$ cat config.mk
export PLATFORM = sky130hd
export DESIGN_NAME = hcost_mem_arbiter
export DESIGN_NICKNAME = d
export VERILOG_FILES = /design/src/design/hcost_pkg.sv /design/src/design/hcost_mem_arbiter.sv
export SDC_FILE = /design/constraint.sdc
export NUM_CORES = 1
export LEC_CHECK = 0
export ABC_AREA = 1
export BUFFER_PORTS_ARGS = -buffer_cell sky130_fd_sc_hd__buf_2
export CAP_MARGIN = 20
export CORE_MARGIN = 2
export CORE_UTILIZATION = 29
export DETAILED_ROUTE_END_ITERATION = 12
export PLACE_DENSITY_LB_ADDON = 0.05
export SETUP_SLACK_MARGIN = 0.02
export SYNTH_ARGS = -nofsm -noshare
export SYNTH_HDL_FRONTEND = slang
export SYNTH_SLANG_ARGS = --single-unit
export TNS_END_PERCENT = 100
$ cat constraint.sdc
create_clock -name clk -period 2.5 [get_ports clk]
set_input_delay 0.375 -clock clk [delete_from_list [all_inputs] [get_ports clk]]
set_output_delay 0.375 -clock clk [all_outputs]
set_load 0.05 [all_outputs]
$ cat src/design/hcost_pkg.sv
// Hadamard cost engine definitions
`default_nettype none

package hcost_pkg;

    // ------------------------------------------------------------------------
    // Widths and sizes
    // ------------------------------------------------------------------------
    localparam int unsigned mem_words_lp   = 16;
    localparam int unsigned mem_aw_lp      = 4;
    localparam int unsigned data_w_lp      = 32;
    localparam int unsigned sample_w_lp    = 8;
    localparam int unsigned weight_w_lp    = 16;
    localparam int unsigned cost_w_lp      = 32;
    localparam int unsigned blk_elems_lp   = 16;
    localparam int unsigned paddr_w_lp     = 8;

    // Memory map in words
    localparam int unsigned sample_base_lp = 0;
    localparam int unsigned weight_base_lp = 4;
    localparam int unsigned fetch_words_lp = 12;

    // ------------------------------------------------------------------------
    // APB byte offsets
    // ------------------------------------------------------------------------
    localparam logic [paddr_w_lp-1:0] reg_ctrl_lp   = 8'h00;
    localparam logic [paddr_w_lp-1:0] reg_status_lp = 8'h04;
    localparam logic [paddr_w_lp-1:0] reg_result_lp = 8'h08;
    localparam logic [paddr_w_lp-1:0] win_base_lp   = 8'h40;

    // Engine sequencer
    typedef enum logic [1:0] {
        ENG_IDLE,
        ENG_FETCH,
        ENG_CALC,
        ENG_WAIT
    } eng_state_t;

    // Window access FSM of the register block
    typedef enum logic [1:0] {
        APB_IDLE,
        APB_MEM_REQ,
        APB_MEM_DATA
    } apb_state_t;

endpackage

`default_nettype wire

$ cat src/design/hcost_mem_arbiter.sv
// Round-robin memory arbiter
`default_nettype none

module hcost_mem_arbiter import hcost_pkg::*; (
    input  wire logic                 clk,
    input  wire logic                 rst_n,
    input  wire logic                 req0_i,
    input  wire logic                 we0_i,
    input  wire logic [mem_aw_lp-1:0] addr0_i,
    input  wire logic [data_w_lp-1:0] wdata0_i,
    output logic                      gnt0_o,
    input  wire logic                 req1_i,
    input  wire logic                 we1_i,
    input  wire logic [mem_aw_lp-1:0] addr1_i,
    input  wire logic [data_w_lp-1:0] wdata1_i,
    output logic                      gnt1_o,
    output logic                      mem_en_o,
    output logic                      mem_we_o,
    output logic      [mem_aw_lp-1:0] mem_addr_o,
    output logic      [data_w_lp-1:0] mem_wdata_o
);

    // Set when port 1 won the last grant
    logic last1_q;

    // Port 0 wins a tie only when port 1 was served last
    assign gnt0_o = req0_i & (~req1_i | last1_q);
    assign gnt1_o = req1_i & (~req0_i | ~last1_q);

    always_ff @(posedge clk or negedge rst_n) begin
        if (!rst_n) begin
            last1_q <= 1'b0;
        end else if (gnt0_o) begin
            last1_q <= 1'b0;
        end else if (gnt1_o) begin
            last1_q <= 1'b1;
        end
    end

    assign mem_en_o    = gnt0_o | gnt1_o;
    assign mem_we_o    = gnt0_o ? we0_i : (gnt1_o & we1_i);
    assign mem_addr_o  = gnt0_o ? addr0_i : addr1_i;
    assign mem_wdata_o = gnt0_o ? wdata0_i : wdata1_i;

    // A held request that loses is served on the next cycle
    a_no_starve0 : assert property (@(posedge clk) disable iff (!rst_n)
        req0_i && !gnt0_o |=> gnt0_o);
    a_no_starve1 : assert property (@(posedge clk) disable iff (!rst_n)
        req1_i && !gnt1_o |=> gnt1_o);

endmodule

`default_nettype wire

==> flow_metrics.tcl <==
set metrics [dict create \
    top_regs "last1_q (1)" \
    rrSetupSlack_ns 1.52 \
    fmax_mhz 532 \
    syn_area_per_cell_um2 4.80 \
    grt_max_degree 32 \
    synth_cell_types 9 \
    largest_reg_flops 1 \
    synth_area_leaders "nand3_1 57%, nand2_1 23%, buf_4 5.7%" \
    worst-r2r-cell-count 4 \
    setup_viol 0 \
    dr.first_iter.drc_count 12 \
    synth-adder-area-share_pct 0 \
    antenna_found_initial 0 \
    fin_skew_ns 0 \
    io_buffers 117 \
    ios 118 \
    peakVddDrop_mv 0.247 \
    core_area_um2 2170 \
    finalSetupTns_ns 0 \
    first_pass_iters 4 \
    worstMarginPinSlew_ns 0.326 \
    final_cell_area_um2 1250 \
    crit_path_start_kind "input pin" \
    critical_path_arrival_ns 1.50 \
    finalPower_uw 559 \
    ys_ff_latch 1 \
    drive_above_1_share_pct 50.4 \
    grt_pass1_vias 1135 \
    p_leak_nw 0.852 \
    min_path_type "input pin to async pin" \
    drt_drc_violations_left 0 \
    hold_slack_ns 0.152 \
    num_vias 1301 \
    synthSimpleGateAreaFrac_pct 80.4 \
    layout.nets 324 \
    synth_top_cell_area_share_pct 57.0 \
    fp.dieH_um 51.6 \
    cp_max_fo 31 \
    via_per_inst 4.78 \
    status "finished, final reports clean" \
    clkTransAtPathRegs_ns 0 \
    required_ns 2.12 \
    fin_util_pct 57.6 \
    postCtsResizedCells 0 \
    wl_um 2850 \
    pre_cts_ws_ns 0.608 \
    p_per_area_nw_per_um2 447 \
    antenna_cells 0 \
    post-route-period-util_pct 75.1 \
    start_util_pct 30.3 \
    synth_mux_area_share_pct 0 \
    cp-end-kind "output port" \
    dieWidth_um 51.6 \
    die_area_um2 2670 \
    drtAntennaViolNets 0 \
    synth_xor_area_share_pct 0 \
    max-cap-violations 0 \
    cts_setup_buffers 0 \
    rows 17 \
    cts_hold_buffers 0 \
    synth_area_um2 658 \
    synth_top_family_by_area "simple AND/OR/NAND/NOR gates" \
    overflow 0 \
    dp.cells 272 \
    finalCriticalPeriod_ns 1.88 \
    setup_ws_ns 0.622 \
    synth_compound_area_share_pct 1.52 \
    drv_slew 0 \
    grt_usage_pct 20.6 \
    avgRoutedWirePerCell_um 10.5 \
    rsz0062_at_grt "false" \
    gp_congestion 0.641 \
    yosysWarnings 0 \
    yosysTopAreaCell "nand3_1" \
    largest-register "last1_q" \
    synth_cells 137 \
    critPathKind "input pin to output port" \
    synth.net_count 215 \
    relSlewSlack_pct 78.2 \
    hold_viol 0 \
    r2r_start "last1_q" \
    dp_hpwl_um 2270 \
    clock_latency_ns 0 \
    grt_pass1_wl_um 4560 \
    rr_endpoint "last1_q" \
    instances_no_fill 272 \
    yosysSeqAreaShare_pct 3.80 \
    area_delta_synth_final_pct 89.9 \
    place_area_um2 1250 \
]
-- cell usage after synthesis --
cell type   n
a21oi_1     1
buf_2       6
buf_4       5
clkbuf_1    5
dfrtp_1     1
inv_1       2
nand2_1    41
nand3_1    75
o21ai_0     1
-- cells in the final DEF (no fill, tap or decap) --
cell     netlist  final
buf_2          6    117
nand3_1       75     75
nand2_1       41     41
buf_4          5      5
inv_1          2      2
a21oi_1        1      1
o21ai_0        1      1
dfrtp_1        1      1
buf_12         0      1
-- worst max-delay path: stages --
cell,delay (ns)
buf_2,0.17
nand2_1,0.29
buf_12,0.22
nand3_1,0.10
nand2_1,0.07
buf_2,0.25
-- metal layers --
| metal | GRT usage [%] | part of all wire, % | vias up |
|---|---|---|---|
| li1 | - | - | 685 |
| met1 | 25.1 | 40 | 559 |
| met2 | 39.7 | 51 | 55 |
| met3 | 2.30 | 8.6 | 2 |
| met4 | 1.75 | 0.42 | 0 |
| met5 | 0 | 0 | - |
-- worst max-delay path by stage --
stage	start	endpoint	slack [ns]	cells after the start
6_report	req0_i	mem_addr_o[3]	0.62	6
5_1_grt	req0_i	mem_wdata_o[28]	0.48	6
4_1_cts	req0_i	mem_wdata_o[26]	0.61	6
3_5_place_dp	req0_i	mem_wdata_o[26]	0.61	6
3_3_place_gp	req0_i	mem_wdata_o[1]	0.66	6
2_1_floorplan	req0_i	gnt1_o	0.76	2
-- cells by family after synthesis --
family,Yosys count
DFF,1
and+or+nand+nor,116
AOI/OAI and AO/OA,2
buffers and inverters,18
-- layout make-up --
type                       instances  area (um^2)
sequential                         1         25.0
multi-input combinational        118          539
tap                               28         35.0
timing repair buffer             123          643
inverter                           2         7.51
fill                             244          920
-- power breakdown --
group / internal [mW] / total [mW] / switching [mW]
registers: 0.0189 / 0.0207 / 0.00174
logic: 0.147 / 0.538 / 0.391
clock network: 0 / 0 / 0
total: 0.166 / 0.559 / 0.393
Power figures use the tool's default switching activity.
