**src/design/hcost_pkg.sv**
```systemverilog
// Hadamard cost engine definitions
`default_nettype none

package hcost_pkg;

    // ------------------------------------------------------------------------
    // Widths and sizes
    // ------------------------------------------------------------------------
    localparam int unsigned mem_words_lp   = 16;
    localparam int unsigned mem_aw_lp      = 4;
    localparam int unsigned data_w_lp      = 32;
    localparam int unsigned sample_w_lp    = 8;
    localparam int unsigned weight_w_lp    = 16;
    localparam int unsigned cost_w_lp      = 32;
    localparam int unsigned blk_elems_lp   = 16;
    localparam int unsigned paddr_w_lp     = 8;

    // Memory map in words
    localparam int unsigned sample_base_lp = 0;
    localparam int unsigned weight_base_lp = 4;
    localparam int unsigned fetch_words_lp = 12;

    // ------------------------------------------------------------------------
    // APB byte offsets
    // ------------------------------------------------------------------------
    localparam logic [paddr_w_lp-1:0] reg_ctrl_lp   = 8'h00;
    localparam logic [paddr_w_lp-1:0] reg_status_lp = 8'h04;
    localparam logic [paddr_w_lp-1:0] reg_result_lp = 8'h08;
    localparam logic [paddr_w_lp-1:0] win_base_lp   = 8'h40;

    // Engine sequencer
    typedef enum logic [1:0] {
        ENG_IDLE,
        ENG_FETCH,
        ENG_CALC,
        ENG_WAIT
    } eng_state_t;

    // Window access FSM of the register block
    typedef enum logic [1:0] {
        APB_IDLE,
        APB_MEM_REQ,
        APB_MEM_DATA
    } apb_state_t;

endpackage

`default_nettype wire

```
**src/design/hcost_block_ram.sv**
```systemverilog
// Shared word memory
`default_nettype none

module hcost_block_ram import hcost_pkg::*; (
    input  wire logic                 clk,
    input  wire logic                 rst_n,
    input  wire logic                 en_i,
    input  wire logic                 we_i,
    input  wire logic [mem_aw_lp-1:0] addr_i,
    input  wire logic [data_w_lp-1:0] wdata_i,
    output logic      [data_w_lp-1:0] rdata_o
);

    logic [data_w_lp-1:0] mem_q [mem_words_lp];

    // Only one granted access per cycle, read or write
    always_ff @(posedge clk or negedge rst_n) begin
        if (!rst_n) begin
            for (int i = 0; i < mem_words_lp; i++) begin
                mem_q[i] <= '0;
            end
            rdata_o <= '0;
        end else if (en_i) begin
            if (we_i) begin
                mem_q[addr_i] <= wdata_i;
            end else begin
                rdata_o <= mem_q[addr_i];
            end
        end
    end

endmodule

`default_nettype wire

```
**config.mk**
```make
export PLATFORM = sky130hd
export DESIGN_NAME = hcost_block_ram
export DESIGN_NICKNAME = d
export VERILOG_FILES = /design/src/design/hcost_pkg.sv /design/src/design/hcost_block_ram.sv
export SDC_FILE = /design/constraint.sdc
export NUM_CORES = 1
export LEC_CHECK = 0
export BUFFER_PORTS_ARGS = -buffer_cell sky130_fd_sc_hd__clkbuf_2
export CAP_MARGIN = 20
export CORE_ASPECT_RATIO = 1.1
export CORE_UTILIZATION = 50
export CTS_CLUSTER_DIAMETER = 80
export CTS_CLUSTER_SIZE = 16
export DETAILED_ROUTE_END_ITERATION = 8
export MAX_ROUTING_LAYER = met4
export PLACE_DENSITY = 0.75
export RECOVER_POWER = 100
export SLEW_MARGIN = 20
export SYNTH_ARGS = -nofsm -noshare
export SYNTH_HDL_FRONTEND = slang
export SYNTH_SLANG_ARGS = --single-unit
export TNS_END_PERCENT = 1
```
**constraint.sdc**
```tcl
create_clock -name clk -period 1.8 [get_ports clk]
set_clock_uncertainty 0.2 [all_clocks]
set_input_delay 0.18 -clock clk [delete_from_list [all_inputs] [get_ports clk]]
set_output_delay 0.18 -clock clk [all_outputs]
set_load 0.02 [all_outputs]
```
==> impl_metrics.yaml <==
outcome:
  outcome: "finished clean"
timing:
  tns_ps: 0
  hold_violations: 0
  worstMarginPinSlew_ps: 705
  timing.hold.ws_ps: 58.5
  post-route-period-util_pct: 97.8
  period_minus_slack_ps: 1760
  fmax_mhz: 568
  rsz0062_at_grt: "no"
  setup_viol: 0
  slew_headroom_pct: 53.0
  slew_violations: 0
setup_path:
  setup.worst_path.class: "in -> reg"
  arrival_ps: 2000
  r2r_cells: 4
  cp-start-kind: "input port"
  path_max_fanout: 21
  cp.required_ps: 2040
  end_kind: "flop"
detailed_routing:
  num_vias: 14600
  ant_nets: 0
  post_drt_via_cell_ratio: 5.96
  drc: 0
  drt-pass1-iter-count: 5
  detail_route.wl_per_cell_um: 23.5
  drt_wl_total_mm: 57.7
  drt_iter0_drc: 1003
run:
  maxCapViolCount: 0
place:
  gp_congestion: 0.812
  hpwlAfterDp_mm: 36.7
  place_area_um2: 26400
  place_inst: 2375
  port_buffers: 71
cts:
  clock_sinks: 544
  cts-root-buf: "clkbuf_16"
  cts_tree: "built"
  cts_buffers: 40
  cts_setup_buffers: 0
  clk_pin_slew_ps: 70
  htree_levels: 2
  clk_path_buf_depth: 3
  clock_latency_ps: 570
synth:
  synth_nets: 1725
  synth_most_common_cell: "dfrtp_1"
  synthCells: 1685
  ys_seq_elements: 544
  synth_area_leaders: "dfrtp_1, mux2_2, mux2i_1"
  seq_area_frac_synth_pct: 56.2
  ys_warn_count: 0
  async_flop_share_pct: 100
  synthesis.area_um2: 24200
  yosysTopAreaCell: "dfrtp_1"
  synthDistinctLibCells: 30
  synth_top_area_share_pct: 56.2
  ys.flop_type: "dfrtp_1"
  synthTopCellsByCount: "dfrtp_1, mux2_2, mux2i_1, buf_2, nor2_1"
  syn_area_per_cell_um2: 14.4
  synth_edf_count: 0
global_route:
  overflow: 0
  grt_max_degree: 87
  grt_pass1_vias: 15700
  grt_use_total_pct: 25.2
  grt_pass1_wl_mm: 91.5
  antenna_found_initial: 1
layout:
  fillers: 3761
  syn_to_final_growth_pct: 12.9
  fin_area_um2: 27300
  drive_gt1_share_pct: 40.8
  finalNonFillerCells: 2456
  nets: 1846
pwr:
  swShare_pct: 25.6
  p_clk_share_pct: 28.4
  comb_power_share_pct: 17.0
  power.switching_mw: 7.40
  pwr_density_cell_nw_per_um2: 1060
  seqPwrFrac_pct: 54.6
  p_int_mw: 21.5
  ir_worst_vdd_mv: 0.933
  p_leak_nw: 12.4
floorplanning:
  start_util_pct: 50.6
  core_um2: 47800
  die_x_um: 212
  rows: 84
  die_area_um2: 49300
  dieHeight_um: 233
  ios: 72
min_path:
  worstHoldPathCells: 5
  hold_class: "in -> reg"
registers in the layout, summed over array words and instances (netlist names):
signal   flops
mem_q      512
rdata_o     32
layout by cell type, fill, tap and decap left out, drive strengths merged:
| cell | count |
|---|---|
| o21ai | 32 |
| nand3b | 2 |
| dfrtp | 544 |
| mux4 | 32 |
| and2 | 1 |
| nand4 | 2 |
| diode | 1 |
| buf | 88 |
| nand2b | 3 |
| nor2 | 74 |
| nand2 | 3 |
| a31oi | 32 |
| nor3 | 2 |
| a221oi | 32 |
| o22ai | 64 |
| nor2b | 3 |
| nand3 | 4 |
| or4 | 1 |
| mux2 | 512 |
| dlygate4sd3 | 34 |
| nor4 | 1 |
| clkbuf | 149 |
| clkinv | 2 |
| mux2i | 192 |
| or3b | 1 |
per-stage QoR:
step | worst slack, ps | power [mW] | util (%)
final | 39.9 | 28.9 | 57.2
after detailed placement | -227 | 21.0 | 55.1
after global placement | -162 | 20.6 | 55.1
after floorplan | 6.44 | 19.2 | -
after global routing | 6.31 | 30.2 | 57.2
after CTS | 73.0 | 29.2 | 58.1
worst max-delay path: stages:
cell and delay (ps):
clkbuf_1 120, clkbuf_2 540, nor2_1 190, clkbuf_4 180
nand2_1 90, buf_4 300, mux2_2 380
cells by family after synthesis:
group                  synth area share [%]
AO/OA/AOI/OAI                          4.30
buffers and inverters                  2.93
flip-flops                             56.2
multiplexers                           34.7
AND/OR/NAND/NOR                        1.78
routing by layer:
| metal | GRT usage (%) | wire, um | vias up |
|---|---|---|---|
| met3 | 4.32 | 2650 | 108 |
| met2 | 41.1 | 28700 | 325 |
| li1 | - | - | 6414 |
| met5 | - | 0 | - |
| met4 | 8.08 | 1720 | 0 |
| met1 | 31.9 | 24700 | 7788 |
cell type report:
cell class	instances	area, um^2	share of cell area, %
Sequential cell	544	13600	49.8
Multi-Input combinational cell	993	9950	36.4
Timing Repair Buffer	227	1890	6.91
Clock buffer	44	1050	3.83
Tap cell	645	807	2.95
Clock inverter	2	17.5	0.0641
Antenna cell	1	2.50	0.00916
power groups by stage:
stage          combinational, mW  sequential (mW)  clock, mW
6_report                    4.90             15.8       8.19
5_1_grt                     5.35             16.1       8.79
3_5_place_dp                4.97             16.0          0
2_1_floorplan               3.49             15.7          0
4_1_cts                     5.06             15.8       8.37
3_3_place_gp                4.76             15.8          0
path summary, 6_finish.rpt:
path	start	endpoint	slack (ps)
min	we_i	rdata_o[4]$_DFFE_PN0P_	60
max reg2reg	mem_q[317]$_DFFE_PN0P_	rdata_o[29]$_DFFE_PN0P_	80
min reg2reg	mem_q[391]$_DFFE_PN0P_	mem_q[391]$_DFFE_PN0P_	290
min in group asynchronous	rst_n	mem_q[155]$_DFFE_PN0P_	390
max	addr_i[3]	mem_q[509]$_DFFE_PN0P_	40
max in group asynchronous	rst_n	mem_q[142]$_DFFE_PN0P_	130
what timing repair did:
item	4_1_cts	5_1_grt
hold endpoints to repair	1056	16
hold buffers	34	1
endpoints found under the setup margin	0	10
gates resized for setup	0	1
Power figures use the tool's default switching activity.
