$ cat src/design/hcost_pkg.sv
// Hadamard cost engine definitions
`default_nettype none

package hcost_pkg;

    // ------------------------------------------------------------------------
    // Widths and sizes
    // ------------------------------------------------------------------------
    localparam int unsigned mem_words_lp   = 16;
    localparam int unsigned mem_aw_lp      = 4;
    localparam int unsigned data_w_lp      = 32;
    localparam int unsigned sample_w_lp    = 8;
    localparam int unsigned weight_w_lp    = 16;
    localparam int unsigned cost_w_lp      = 32;
    localparam int unsigned blk_elems_lp   = 16;
    localparam int unsigned paddr_w_lp     = 8;

    // Memory map in words
    localparam int unsigned sample_base_lp = 0;
    localparam int unsigned weight_base_lp = 4;
    localparam int unsigned fetch_words_lp = 12;

    // ------------------------------------------------------------------------
    // APB byte offsets
    // ------------------------------------------------------------------------
    localparam logic [paddr_w_lp-1:0] reg_ctrl_lp   = 8'h00;
    localparam logic [paddr_w_lp-1:0] reg_status_lp = 8'h04;
    localparam logic [paddr_w_lp-1:0] reg_result_lp = 8'h08;
    localparam logic [paddr_w_lp-1:0] win_base_lp   = 8'h40;

    // Engine sequencer
    typedef enum logic [1:0] {
        ENG_IDLE,
        ENG_FETCH,
        ENG_CALC,
        ENG_WAIT
    } eng_state_t;

    // Window access FSM of the register block
    typedef enum logic [1:0] {
        APB_IDLE,
        APB_MEM_REQ,
        APB_MEM_DATA
    } apb_state_t;

endpackage

`default_nettype wire

$ cat src/design/hcost_engine.sv
// Cost engine fetch sequencer
`default_nettype none

module hcost_engine import hcost_pkg::*; (
    input  wire logic                                clk,
    input  wire logic                                rst_n,
    input  wire logic                                run_i,
    output logic                                     busy_o,
    output logic                                     done_o,
    output logic      [cost_w_lp-1:0]                cost_o,
    output logic                                     mem_req_o,
    output logic      [mem_aw_lp-1:0]                mem_addr_o,
    input  wire logic                                mem_gnt_i,
    input  wire logic [data_w_lp-1:0]                mem_rdata_i,
    output logic                                     hd_start_o,
    output logic      [blk_elems_lp*sample_w_lp-1:0] hd_samples_o,
    output logic      [blk_elems_lp*weight_w_lp-1:0] hd_weights_o,
    input  wire logic                                hd_done_i,
    input  wire logic [cost_w_lp-1:0]                hd_cost_i
);

    eng_state_t           state_q;
    logic [mem_aw_lp-1:0] word_cnt_q;
    logic [mem_aw_lp-1:0] pend_idx_q;
    logic                 pend_q;
    logic [data_w_lp-1:0] fetch_q [fetch_words_lp];

    assign mem_req_o  = (state_q == ENG_FETCH) && (word_cnt_q < fetch_words_lp);
    assign mem_addr_o = mem_aw_lp'(sample_base_lp + word_cnt_q);

    always_ff @(posedge clk or negedge rst_n) begin
        if (!rst_n) begin
            state_q    <= ENG_IDLE;
            word_cnt_q <= '0;
            pend_idx_q <= '0;
            pend_q     <= 1'b0;
        end else begin
            case (state_q)
                ENG_IDLE: begin
                    word_cnt_q <= '0;
                    pend_q     <= 1'b0;
                    if (run_i) begin
                        state_q <= ENG_FETCH;
                    end
                end
                ENG_FETCH: begin
                    // Next request overlaps the capture of the previous word
                    pend_q <= mem_gnt_i;
                    if (mem_gnt_i) begin
                        word_cnt_q <= word_cnt_q + 1'b1;
                        pend_idx_q <= word_cnt_q;
                    end
                    if (pend_q && (word_cnt_q == fetch_words_lp)) begin
                        state_q <= ENG_CALC;
                    end
                end
                ENG_CALC: state_q <= ENG_WAIT;
                ENG_WAIT: begin
                    if (hd_done_i) begin
                        state_q <= ENG_IDLE;
                    end
                end
                default: state_q <= ENG_IDLE;
            endcase
        end
    end

    always_ff @(posedge clk) begin
        if (pend_q) begin
            fetch_q[pend_idx_q] <= mem_rdata_i;
        end
    end

    // Sample rows first, then packed weight pairs
    for (genvar i = 0; i < weight_base_lp; i++) begin : g_samples
        assign hd_samples_o[i*data_w_lp +: data_w_lp] = fetch_q[i];
    end
    for (genvar i = 0; i < fetch_words_lp - weight_base_lp; i++) begin : g_weights
        assign hd_weights_o[i*data_w_lp +: data_w_lp] = fetch_q[weight_base_lp + i];
    end

    assign hd_start_o = (state_q == ENG_CALC);
    assign busy_o     = (state_q != ENG_IDLE);
    assign done_o     = (state_q == ENG_WAIT) & hd_done_i;
    assign cost_o     = hd_cost_i;

    a_start_done : assert property (@(posedge clk) disable iff (!rst_n)
        hd_start_o |-> ##2 hd_done_i);

endmodule

`default_nettype wire

$ cat config.mk
export PLATFORM = sky130hd
export DESIGN_NAME = hcost_engine
export DESIGN_NICKNAME = d
export VERILOG_FILES = /design/src/design/hcost_pkg.sv /design/src/design/hcost_engine.sv
export SDC_FILE = /design/constraint.sdc
export NUM_CORES = 1
export LEC_CHECK = 0
export ABC_CLOCK_PERIOD_IN_PS = 3400
export BUFFER_PORTS_ARGS = -buffer_cell sky130_fd_sc_hd__buf_2
export CAP_MARGIN = 15
export CORE_AREA = 4 4 192 194
export CTS_CLUSTER_DIAMETER = 100
export DETAILED_ROUTE_END_ITERATION = 8
export DIE_AREA = 0 0 196 198
export GPL_TIMING_DRIVEN = 0
export SLEW_MARGIN = 20
export SYNTH_ARGS = -nofsm -noshare
export SYNTH_HDL_FRONTEND = slang
export SYNTH_SLANG_ARGS = --single-unit
$ cat constraint.sdc
create_clock -name clk -period 3.4 [get_ports clk]
set_input_delay 0.17 -clock clk [delete_from_list [all_inputs] [get_ports clk]]
set_output_delay 0.17 -clock clk [all_outputs]
set_load 0.03 [all_outputs]
==> metrics.md <==
| Metric | Value |
|---|---|
| Outcome | finished clean |
| DR iter-0 viols | 360 |
| Synth cell count leaders | edfxtp_1, buf_4, dfrtp_1, nor2_1, nand2_1 |
| Sequential-to-total area share from yosys stat | between 90% and 100% |
| Core Region | 35200 um2 |
| Die Y | 198 um |
| Period utilization | ~67% |
| EDFF count, synth | 384 |
| Max incr delay on CP | around 690 ps |
| Seq cells post-synth | around 400 |
| Cells after Synth | around 490 |
| Setup Slack @ Placement | approximately 1100 ps |
| Clock transition at the registers of the reported paths | 60 ps |
| Ant diodes | 0 |
| CTS max path bufs | 3 |
| Final GP Congestion | around 0.76 |
| Placed Instances | roughly 1400 |
| Port bufs | 460 |
| Worst path slowest cell | nor2_4 |
| P_leak | 0.00673 uW |
| Clk_skew | roughly 12 ps |
| Final Util | between 40% and 50% |
| Startpoint types | flop |
| Clock sink total | slightly below 400 |
| DRC errors left | 0 |
| Wirelength per Cell | around 21 um |
| Max-slew headroom | 43.0% |
| Layout cell share with drive strength beyond 1 | roughly 56% |
| Fillers | 2930 |
| Critical Path Fanout Max | 17 |
| Total GRT Usage | between 15 and 20% |
| Largest net degree at the start of global routing | 19 |
| Worst setup slack after layout | 1120 ps |
| Final Setup Violations | 0 |
| First-pass GRT wire length | ~45000 um |
| Hold Path Class | in -> reg |
| Worst skew pair latency | between 500 and 600 ps |
| # H-tree levels | 2 |
| Worst slew pin tran | roughly 850 ps |
| Vias | around 6700 |
| DPL Wire Length | ~23000 um |
| Remaining global-route overflow | 0 |
| Final Critical Period | ~2300 ps |
| Worst-path cell chain | or3b_2, nor2_4, buf_16 |
| Initial Util | between 30% and 40% |
| Share of flip-flops with an asynchronous set or reset | 2.78% |
| CP required | 3620 ps |
| Vias in the first global route | 6811 |
| Cell Rows | 69 |
| Die area | 38800 um2 |
| Synth unique cells | 25 |
| Initial antenna violation count | 0 |
| Top-area cell type share of the netlist area | between 90 and 100% |
| Avg Cell Area, Syn | ~26 um2 |
| Post-CTS setup repair buffer count | 0 |
| # IOs | 493 |
| Area grow syn2layout | 40.3% |
| Final Hold Fails | 0 |
| Num CTS Buffers | 39 |
| Top_reg_cell synth | edfxtp_1 |
| Synth area leader | edfxtp_1 |
| Total Nets Final | between 1000 and 1500 |
| Clock tree from TritonCTS | built |
| Max-slew violations | 0 |
| CP endpoint kind | flop |
| Syn Nets | between 500 and 600 |
| Area contributors post-synth | edfxtp_1, dfrtp_1, buf_4, ha_1, nor2_1 |
| Die width | approximately 200 um |
| DRT Pass-1 Iters | 4 |
| Worst path arrival time | 2490 ps |
| Area of the mapped netlist | 12500 um2 |
| Worst hold slack | around 6.8 ps |
| Fmax | ~440 MHz |
| Antenna viol nets, final | 0 |
| Number of max-cap violations | 0 |
| Routed WL | approximately 33000 um |
| Yosys warnings | 0 |
| Peak supply drop | approximately 550 uV |
| Mean number of vias per cell | ~4.4 |
| Most frequent cell after synthesis | edfxtp_1 |
| Worst setup path class | reg -> reg |
| Post-Layout Cell Count | ~1500 |
| RSZ-0062 raised after global routing | no |
| CTS Root Cell | clkbuf_16 |
| Power per Cell Area | 653 nW/um2 |
[placed cells by master (no fill, tap or decap), types with 6 or more instances in the layout]
master / n
dfrtp_1: 11
dlygate4sd3_1: 31
ha_1: 6
nand2_1: 8
clkbuf_1: 8
buf_16: 11
edfxtp_1: 384
nor2_4: 9
buf_4: 41
clkinv_1: 6
inv_1: 6
clkbuf_16: 41
buf_2: 460
[final timing paths]
check,cells past startpoint,end,start,slack [ps]
max,3,fetch_q[2][12],pend_q,1120
min,1,fetch_q[7][29],mem_rdata_i[29],7
max reg2reg,3,fetch_q[2][12],pend_q,1120
min reg2reg,1,pend_idx_q[2],pend_idx_q[2],560
max in group asynchronous,2,word_cnt_q[2],rst_n,3120
min in group asynchronous,2,pend_idx_q[1],rst_n,70
[state kept, by name, indices dropped and copies added, names as in the netlist]
signal and flops:
state_q 2, word_cnt_q 4, pend_q 1, pend_idx_q 4, fetch_q 384
[metrics by stage]
stage / cell area, um2 / total power, uW / setup TNS, ps
floorplan: 12500 / 6690 / 0
global placement: 15400 / 7170 / -457320
detailed placement: 15900 / 7310 / 0
CTS: 17500 / 11600 / 0
global route: 17500 / 11800 / 0
finish: 17500 / 11400 / 0
[logic make-up (layout without fill, tap and decap cells)]
logic type,count (synthesis),in the layout,synth area share [%]
adders and majority gates,6,6,0.602
muxes,5,5,0.461
DFF,395,395,94.6
xor gates and xnor gates,2,2,0.140
buffers and inverters,39,627,2.20
AOI/OAI and AO/OA,9,9,0.822
and+or+nand+nor,30,30,1.13
[metal layers]
metal	track usage (%)	part of all wire [%]	vias to the layer above
met1	19.3	37	3280
met4	4.89	2.6	0
met5	0	0	-
met3	4.25	8.7	52
li1	-	-	3009
met2	28.1	52	372
[final cells by class]
cell class              count  area, um2  share of cell area [%]
plain buffers              33        251                    1.44
clock buffers              49       1060                    6.03
clock inverters            21        214                    1.22
inverters                   6       22.5                   0.129
multi-input cells          52        483                    2.76
flip-flops and latches    395      11800                    67.4
well taps                 461        577                    3.29
repair buffers            518       3100                    17.7
[worst max-delay path, delay by kind of cell, from the launching register on]
family / cells / cell delay (ps)
buffers and inverters: 1 / 250
flip-flops: 1 / 410
AND/OR/NAND/NOR: 2 / 1290
[repair_timing]
action | in CTS | in global routing
gates resized for setup | 0 | 0
hold buffers | 31 | 0
endpoints found under the hold margin | 349 | 0
[report_power, final]
| part | total (uW) | internal (uW) | switching (uW) |
|---|---|---|---|
| Clock | 4220 | 2510 | 1710 |
| Combinational | 1470 | 445 | 1020 |
| Sequential | 5740 | 5640 | 104 |
Power figures use the tool's default switching activity.
