**config.mk**
```make
export PLATFORM = sky130hd
export DESIGN_NAME = hcost_apb_regs
export DESIGN_NICKNAME = d
export VERILOG_FILES = /design/src/design/hcost_pkg.sv /design/src/design/hcost_apb_regs.sv
export SDC_FILE = /design/constraint.sdc
export NUM_CORES = 1
export LEC_CHECK = 0
export BUFFER_PORTS_ARGS = -buffer_cell sky130_fd_sc_hd__buf_2
export CAP_MARGIN = 20
export CORE_MARGIN = 2
export CORE_UTILIZATION = 35
export CTS_BUF_LIST = sky130_fd_sc_hd__clkbuf_4
export CTS_CLUSTER_SIZE = 24
export DETAILED_ROUTE_END_ITERATION = 12
export GPL_TIMING_DRIVEN = 0
export PLACE_DENSITY = 0.81
export SLEW_MARGIN = 20
export SYNTH_ARGS = -nofsm -noshare
export SYNTH_HDL_FRONTEND = slang
export SYNTH_SLANG_ARGS = --single-unit
export TNS_END_PERCENT = 1
```
**constraint.sdc**
```tcl
create_clock -name clk -period 1.5 [get_ports clk]
set_clock_uncertainty 0.1 [all_clocks]
set_input_delay 0.075 -clock clk [delete_from_list [all_inputs] [get_ports clk]]
set_output_delay 0.075 -clock clk [all_outputs]
set_load 0.05 [all_outputs]
```
**src/design/hcost_pkg.sv**
```systemverilog
// Hadamard cost engine definitions
`default_nettype none

package hcost_pkg;

    // ------------------------------------------------------------------------
    // Widths and sizes
    // ------------------------------------------------------------------------
    localparam int unsigned mem_words_lp   = 16;
    localparam int unsigned mem_aw_lp      = 4;
    localparam int unsigned data_w_lp      = 32;
    localparam int unsigned sample_w_lp    = 8;
    localparam int unsigned weight_w_lp    = 16;
    localparam int unsigned cost_w_lp      = 32;
    localparam int unsigned blk_elems_lp   = 16;
    localparam int unsigned paddr_w_lp     = 8;

    // Memory map in words
    localparam int unsigned sample_base_lp = 0;
    localparam int unsigned weight_base_lp = 4;
    localparam int unsigned fetch_words_lp = 12;

    // ------------------------------------------------------------------------
    // APB byte offsets
    // ------------------------------------------------------------------------
    localparam logic [paddr_w_lp-1:0] reg_ctrl_lp   = 8'h00;
    localparam logic [paddr_w_lp-1:0] reg_status_lp = 8'h04;
    localparam logic [paddr_w_lp-1:0] reg_result_lp = 8'h08;
    localparam logic [paddr_w_lp-1:0] win_base_lp   = 8'h40;

    // Engine sequencer
    typedef enum logic [1:0] {
        ENG_IDLE,
        ENG_FETCH,
        ENG_CALC,
        ENG_WAIT
    } eng_state_t;

    // Window access FSM of the register block
    typedef enum logic [1:0] {
        APB_IDLE,
        APB_MEM_REQ,
        APB_MEM_DATA
    } apb_state_t;

endpackage

`default_nettype wire

```
**src/design/hcost_apb_regs.sv**
```systemverilog
// APB register block
`default_nettype none

module hcost_apb_regs import hcost_pkg::*; (
    input  wire logic                  clk,
    input  wire logic                  rst_n,
    input  wire logic                  psel_i,
    input  wire logic                  penable_i,
    input  wire logic                  pwrite_i,
    input  wire logic [paddr_w_lp-1:0] paddr_i,
    input  wire logic [data_w_lp-1:0]  pwdata_i,
    output logic      [data_w_lp-1:0]  prdata_o,
    output logic                       pready_o,
    output logic                       pslverr_o,
    output logic                       mem_req_o,
    output logic                       mem_we_o,
    output logic      [mem_aw_lp-1:0]  mem_addr_o,
    output logic      [data_w_lp-1:0]  mem_wdata_o,
    input  wire logic                  mem_gnt_i,
    input  wire logic [data_w_lp-1:0]  mem_rdata_i,
    output logic                       run_o,
    input  wire logic                  busy_i,
    input  wire logic                  done_i,
    input  wire logic [cost_w_lp-1:0]  cost_i
);

    apb_state_t           state_q;
    logic                 done_q;
    logic [cost_w_lp-1:0] result_q;
    logic                 access;
    logic                 win_hit;
    logic                 reg_hit;
    logic                 win_done;

    // ------------------------------------------------------------------------
    // Address decode
    // ------------------------------------------------------------------------
    assign access  = psel_i & penable_i;
    assign win_hit = paddr_i[paddr_w_lp-1:mem_aw_lp+2] ==
                     win_base_lp[paddr_w_lp-1:mem_aw_lp+2];
    assign reg_hit = (paddr_i == reg_ctrl_lp) | (paddr_i == reg_status_lp) |
                     (paddr_i == reg_result_lp);

    // Write completes on grant and read one cycle later with the data
    assign win_done = ((state_q == APB_MEM_REQ) & mem_gnt_i & pwrite_i) |
                      (state_q == APB_MEM_DATA);

    assign pready_o  = access & (~win_hit | win_done);
    assign pslverr_o = access & ~win_hit & ~reg_hit;

    assign run_o = access & pwrite_i & (paddr_i == reg_ctrl_lp) & pwdata_i[0];

    always_comb begin
        prdata_o = '0;
        if (state_q == APB_MEM_DATA) begin
            prdata_o = mem_rdata_i;
        end else if (access & ~pwrite_i) begin
            if (paddr_i == reg_status_lp) begin
                prdata_o = {{(data_w_lp-2){1'b0}}, done_q, busy_i};
            end else if (paddr_i == reg_result_lp) begin
                prdata_o = result_q;
            end
        end
    end

    // ------------------------------------------------------------------------
    // Window FSM
    // ------------------------------------------------------------------------
    always_ff @(posedge clk or negedge rst_n) begin
        if (!rst_n) begin
            state_q <= APB_IDLE;
        end else begin
            case (state_q)
                APB_IDLE: begin
                    if (access & win_hit) begin
                        state_q <= APB_MEM_REQ;
                    end
                end
                APB_MEM_REQ: begin
                    if (mem_gnt_i) begin
                        state_q <= pwrite_i ? APB_IDLE : APB_MEM_DATA;
                    end
                end
                default: state_q <= APB_IDLE;
            endcase
        end
    end

    // Host holds the transfer stable while waiting
    assign mem_req_o   = (state_q == APB_MEM_REQ);
    assign mem_we_o    = pwrite_i;
    assign mem_addr_o  = paddr_i[mem_aw_lp+1:2];
    assign mem_wdata_o = pwdata_i;

    // Sticky done bit is cleared only by an accepted run
    always_ff @(posedge clk or negedge rst_n) begin
        if (!rst_n) begin
            done_q   <= 1'b0;
            result_q <= '0;
        end else if (done_i) begin
            done_q   <= 1'b1;
            result_q <= cost_i;
        end else if (run_o & ~busy_i) begin
            done_q <= 1'b0;
        end
    end

    // Window FSM only leaves idle inside a held window access phase
    a_win_held : assert property (@(posedge clk) disable iff (!rst_n)
        (state_q != APB_IDLE) |-> (access && win_hit));

endmodule

`default_nettype wire

```
==> impl_metrics.json <==
{
  "relSlewSlack_pct": 47.1,
  "drt-met1-wl_um": 2390,
  "cts_num_sinks": 35,
  "design_area_um2": 3990,
  "synth.most_common_cell": "buf_4",
  "wl_met2_um": 3580,
  "highest_layer": "met4",
  "worstPathArrival_ns": 1.92,
  "synthCells": 176,
  "place_inst": 403,
  "die_x_um": 81.6,
  "syn_area_um2": 2110,
  "wl_per_cell_um": 14.5,
  "hold_path_end": "state_q[0]$_DFFE_PN0P_",
  "drt_iter0_drc": 26,
  "crit_path_cell_trace": "nor2b_1 > clkbuf_8 > nor2_4 > and4b_1 > buf_6 > buf_12 > a22o_4 > buf_8",
  "synth_cell_types": 24,
  "die_h_um": 81.6,
  "synth_top_family_by_area": "buffers and inverters",
  "synth_area_leaders": "dfrtp_1, mux2_2, buf_4, a22o_1, buf_8",
  "clk_latency_ns": 0.33,
  "grt_usage_pct": 19.3,
  "holdCritStartpoint": "penable_i",
  "rrSetupSlack_ns": 0.28,
  "ant_nets": 0,
  "cts_tree": "yes",
  "total_leakage_power_nw": 2.08,
  "wl_met3_um": 531,
  "synthTopCellsByCount": "buf_4, dfrtp_1, mux2_2",
  "syn_avg_cell_area_um2": 12.0,
  "cp.required_ns": 1.32,
  "synth-seq-cells": 35,
  "status": "finished with violations",
  "diodes": 0,
  "drt-vias-per-instance": 4.72,
  "synth_nets": 288,
  "synth_warnings": 0,
  "overflow": 0,
  "cts.clk_slew.worst_paths_ns": 0.11,
  "max_stage_delay_ns": 0.40,
  "setup_viol": 33,
  "async_flop_share_pct": 100,
  "antenna_found_initial": 0,
  "grt_pass1_wl_um": 9730,
  "fin_nets": 489,
  "yosysTopAreaCellShare_pct": 41.6,
  "start_util_pct": 36.0,
  "cp-end-kind": "output pin",
  "reg2reg_from": "state_q[0]$_DFFE_PN0P_",
  "place_hpwl_um": 4310,
  "drv_cap": 0,
  "crit_path_top_delay_cell": "dfrtp_1",
  "final_util_pct": 68.2,
  "drc_errors": 0,
  "violations": "setup timing",
  "r2r_cells": 5,
  "setup_ws_ns": -0.598,
  "power_density_nw_per_um2": 605,
  "synth_xor_area_share_pct": 0,
  "gp_congestion": 0.712,
  "dieArea_um2": 6650,
  "synth_compound_area_share_pct": 15.1,
  "yosys_most_used_dff": "dfrtp_1",
  "drt_pass1_iterations": 6,
  "worst_pin_slew_ns": 0.793,
  "ir_worst_vdd_v": 0.000394,
  "drive_gt1_share_pct": 74.9,
  "stdcell_count": 453,
  "coreArea_um2": 5850,
  "io_pins": 185,
  "slew_viol_final": 0,
  "r2r_end": "state_q[1]$_DFFE_PN0P_",
  "rsz0062_at_grt": "yes",
  "critPathMaxFanout": 10,
  "cts_made_buffers": 5,
  "synthMuxAreaShare_pct": 17.6,
  "syn_to_final_growth_pct": 89.6,
  "htree_levels": 2,
  "grt_pass1_vias": 2109,
  "synth_edf_count": 0,
  "final_hold_viol_count": 0,
  "place_area_um2": 3240,
  "period_minus_slack_ns": 2.10,
  "start_kind": "register",
  "fp-row-count": 28,
  "hold_path_depth": 4,
  "cts_root_buf": "clkbuf_4",
  "yosys.area_share.adder_pct": 0,
  "synth-simple-area-share_pct": 6.95,
  "grt_max_degree": 36,
  "num_vias": 2137,
  "p_total_mw": 2.42,
  "hp-class": "in -> reg",
  "io_buffers": 152,
  "clock.fmax_mhz": 477,
  "wl_um": 6570,
  "worstSetupPathType": "reg -> out",
  "yosys.area.top_type": "dfrtp_1",
  "period_share_pct": 140,
  "synth_seq_area_share_pct": 41.6,
  "clockBufferDepth": 2
}
## timing repair
action / CTS / global route
hold buffers: 36 / 0
pin swaps: 1 / 0
buffers inserted: 5 / 0
gates resized for setup: 90 / 2
hold endpoints to repair: 70 / 0
setup endpoints to repair: 34 / 35
cloned: 1 / 0
## report_power, final
group          switching [mW]  internal (mW)
clock network           0.312          0.219
registers              0.0624           1.03
logic                   0.419          0.371
total                   0.794           1.62
## kinds of logic (layout without fill, tap and decap cells)
group	after synthesis	count (layout)
buf+inv	49	251
compound gates	37	37
flops	35	35
mux	33	33
simple gates	22	22
## layout by cell type (no fill, tap or decap), drive strengths merged, types with 2 or more instances in the layout
master / synthesis / routed
a21oi: 2 / 2
nand3: 2 / 2
nand2: 3 / 3
dlygate4sd3: 0 / 35
a32oi: 2 / 2
and3b: 2 / 2
nor2: 6 / 6
mux2: 33 / 33
nor2b: 4 / 4
a21bo: 2 / 2
a22o: 30 / 30
dfrtp: 35 / 35
clkbuf: 4 / 11
buf: 43 / 203
## worst max-delay path, delay by kind of cell, from the launching register on
kind / cells / cell delay, ns
AO/OA/AOI/OAI: 1 / 0.22
buffers and inverters: 4 / 0.61
flip-flops: 1 / 0.40
AND/OR/NAND/NOR: 3 / 0.34
## layer usage
layer  up-vias  track usage [%]
met4         0             5.25
met2       109             37.3
met3         6             4.62
met1      1010             20.7
li1       1012                -
met5         -                0
## metrics by stage
stage	TNS, ns	hold slack, ns	worst slack (ns)
after floorplan	-5.28	-0.321	-0.164
after global placement	-18.14	0.0995	-0.514
after detailed placement	-19.25	0.0991	-0.540
after CTS	-17.92	0.0208	-0.566
after global routing	-21.01	0.0264	-0.663
final	-18.79	0.0376	-0.598
## how the worst max path moves through the flow
| stage | startpoint | endpoint | slack [ns] | depth (start not counted) |
|---|---|---|---|---|
| after floorplan | paddr_i[1] | prdata_o[10] | -0.16 | 6 |
| after global placement | paddr_i[1] | prdata_o[28] | -0.51 | 8 |
| after detailed placement | paddr_i[1] | prdata_o[28] | -0.54 | 8 |
| after CTS | state_q[0]$_DFFE_PN0P_ | prdata_o[27] | -0.57 | 8 |
| after global routing | state_q[0]$_DFFE_PN0P_ | prdata_o[30] | -0.66 | 8 |
| final | state_q[0]$_DFFE_PN0P_ | prdata_o[22] | -0.60 | 8 |
## final cells by class
| type | instances | area [um^2] |
|---|---|---|
| multi-input combinational | 92 | 1120 |
| tap | 75 | 93.8 |
| clock inverter | 1 | 5.00 |
| clock buffer | 7 | 52.6 |
| fill | 408 | 1860 |
| timing repair buffer | 194 | 1440 |
| sequential | 35 | 876 |
| buffer | 49 | 402 |
## state kept, by name, summed over array words and instances, names as in the netlist
signal,flops
done_q,1
result_q,32
state_q,2
Note: power is estimated with default switching activity, not from simulation.
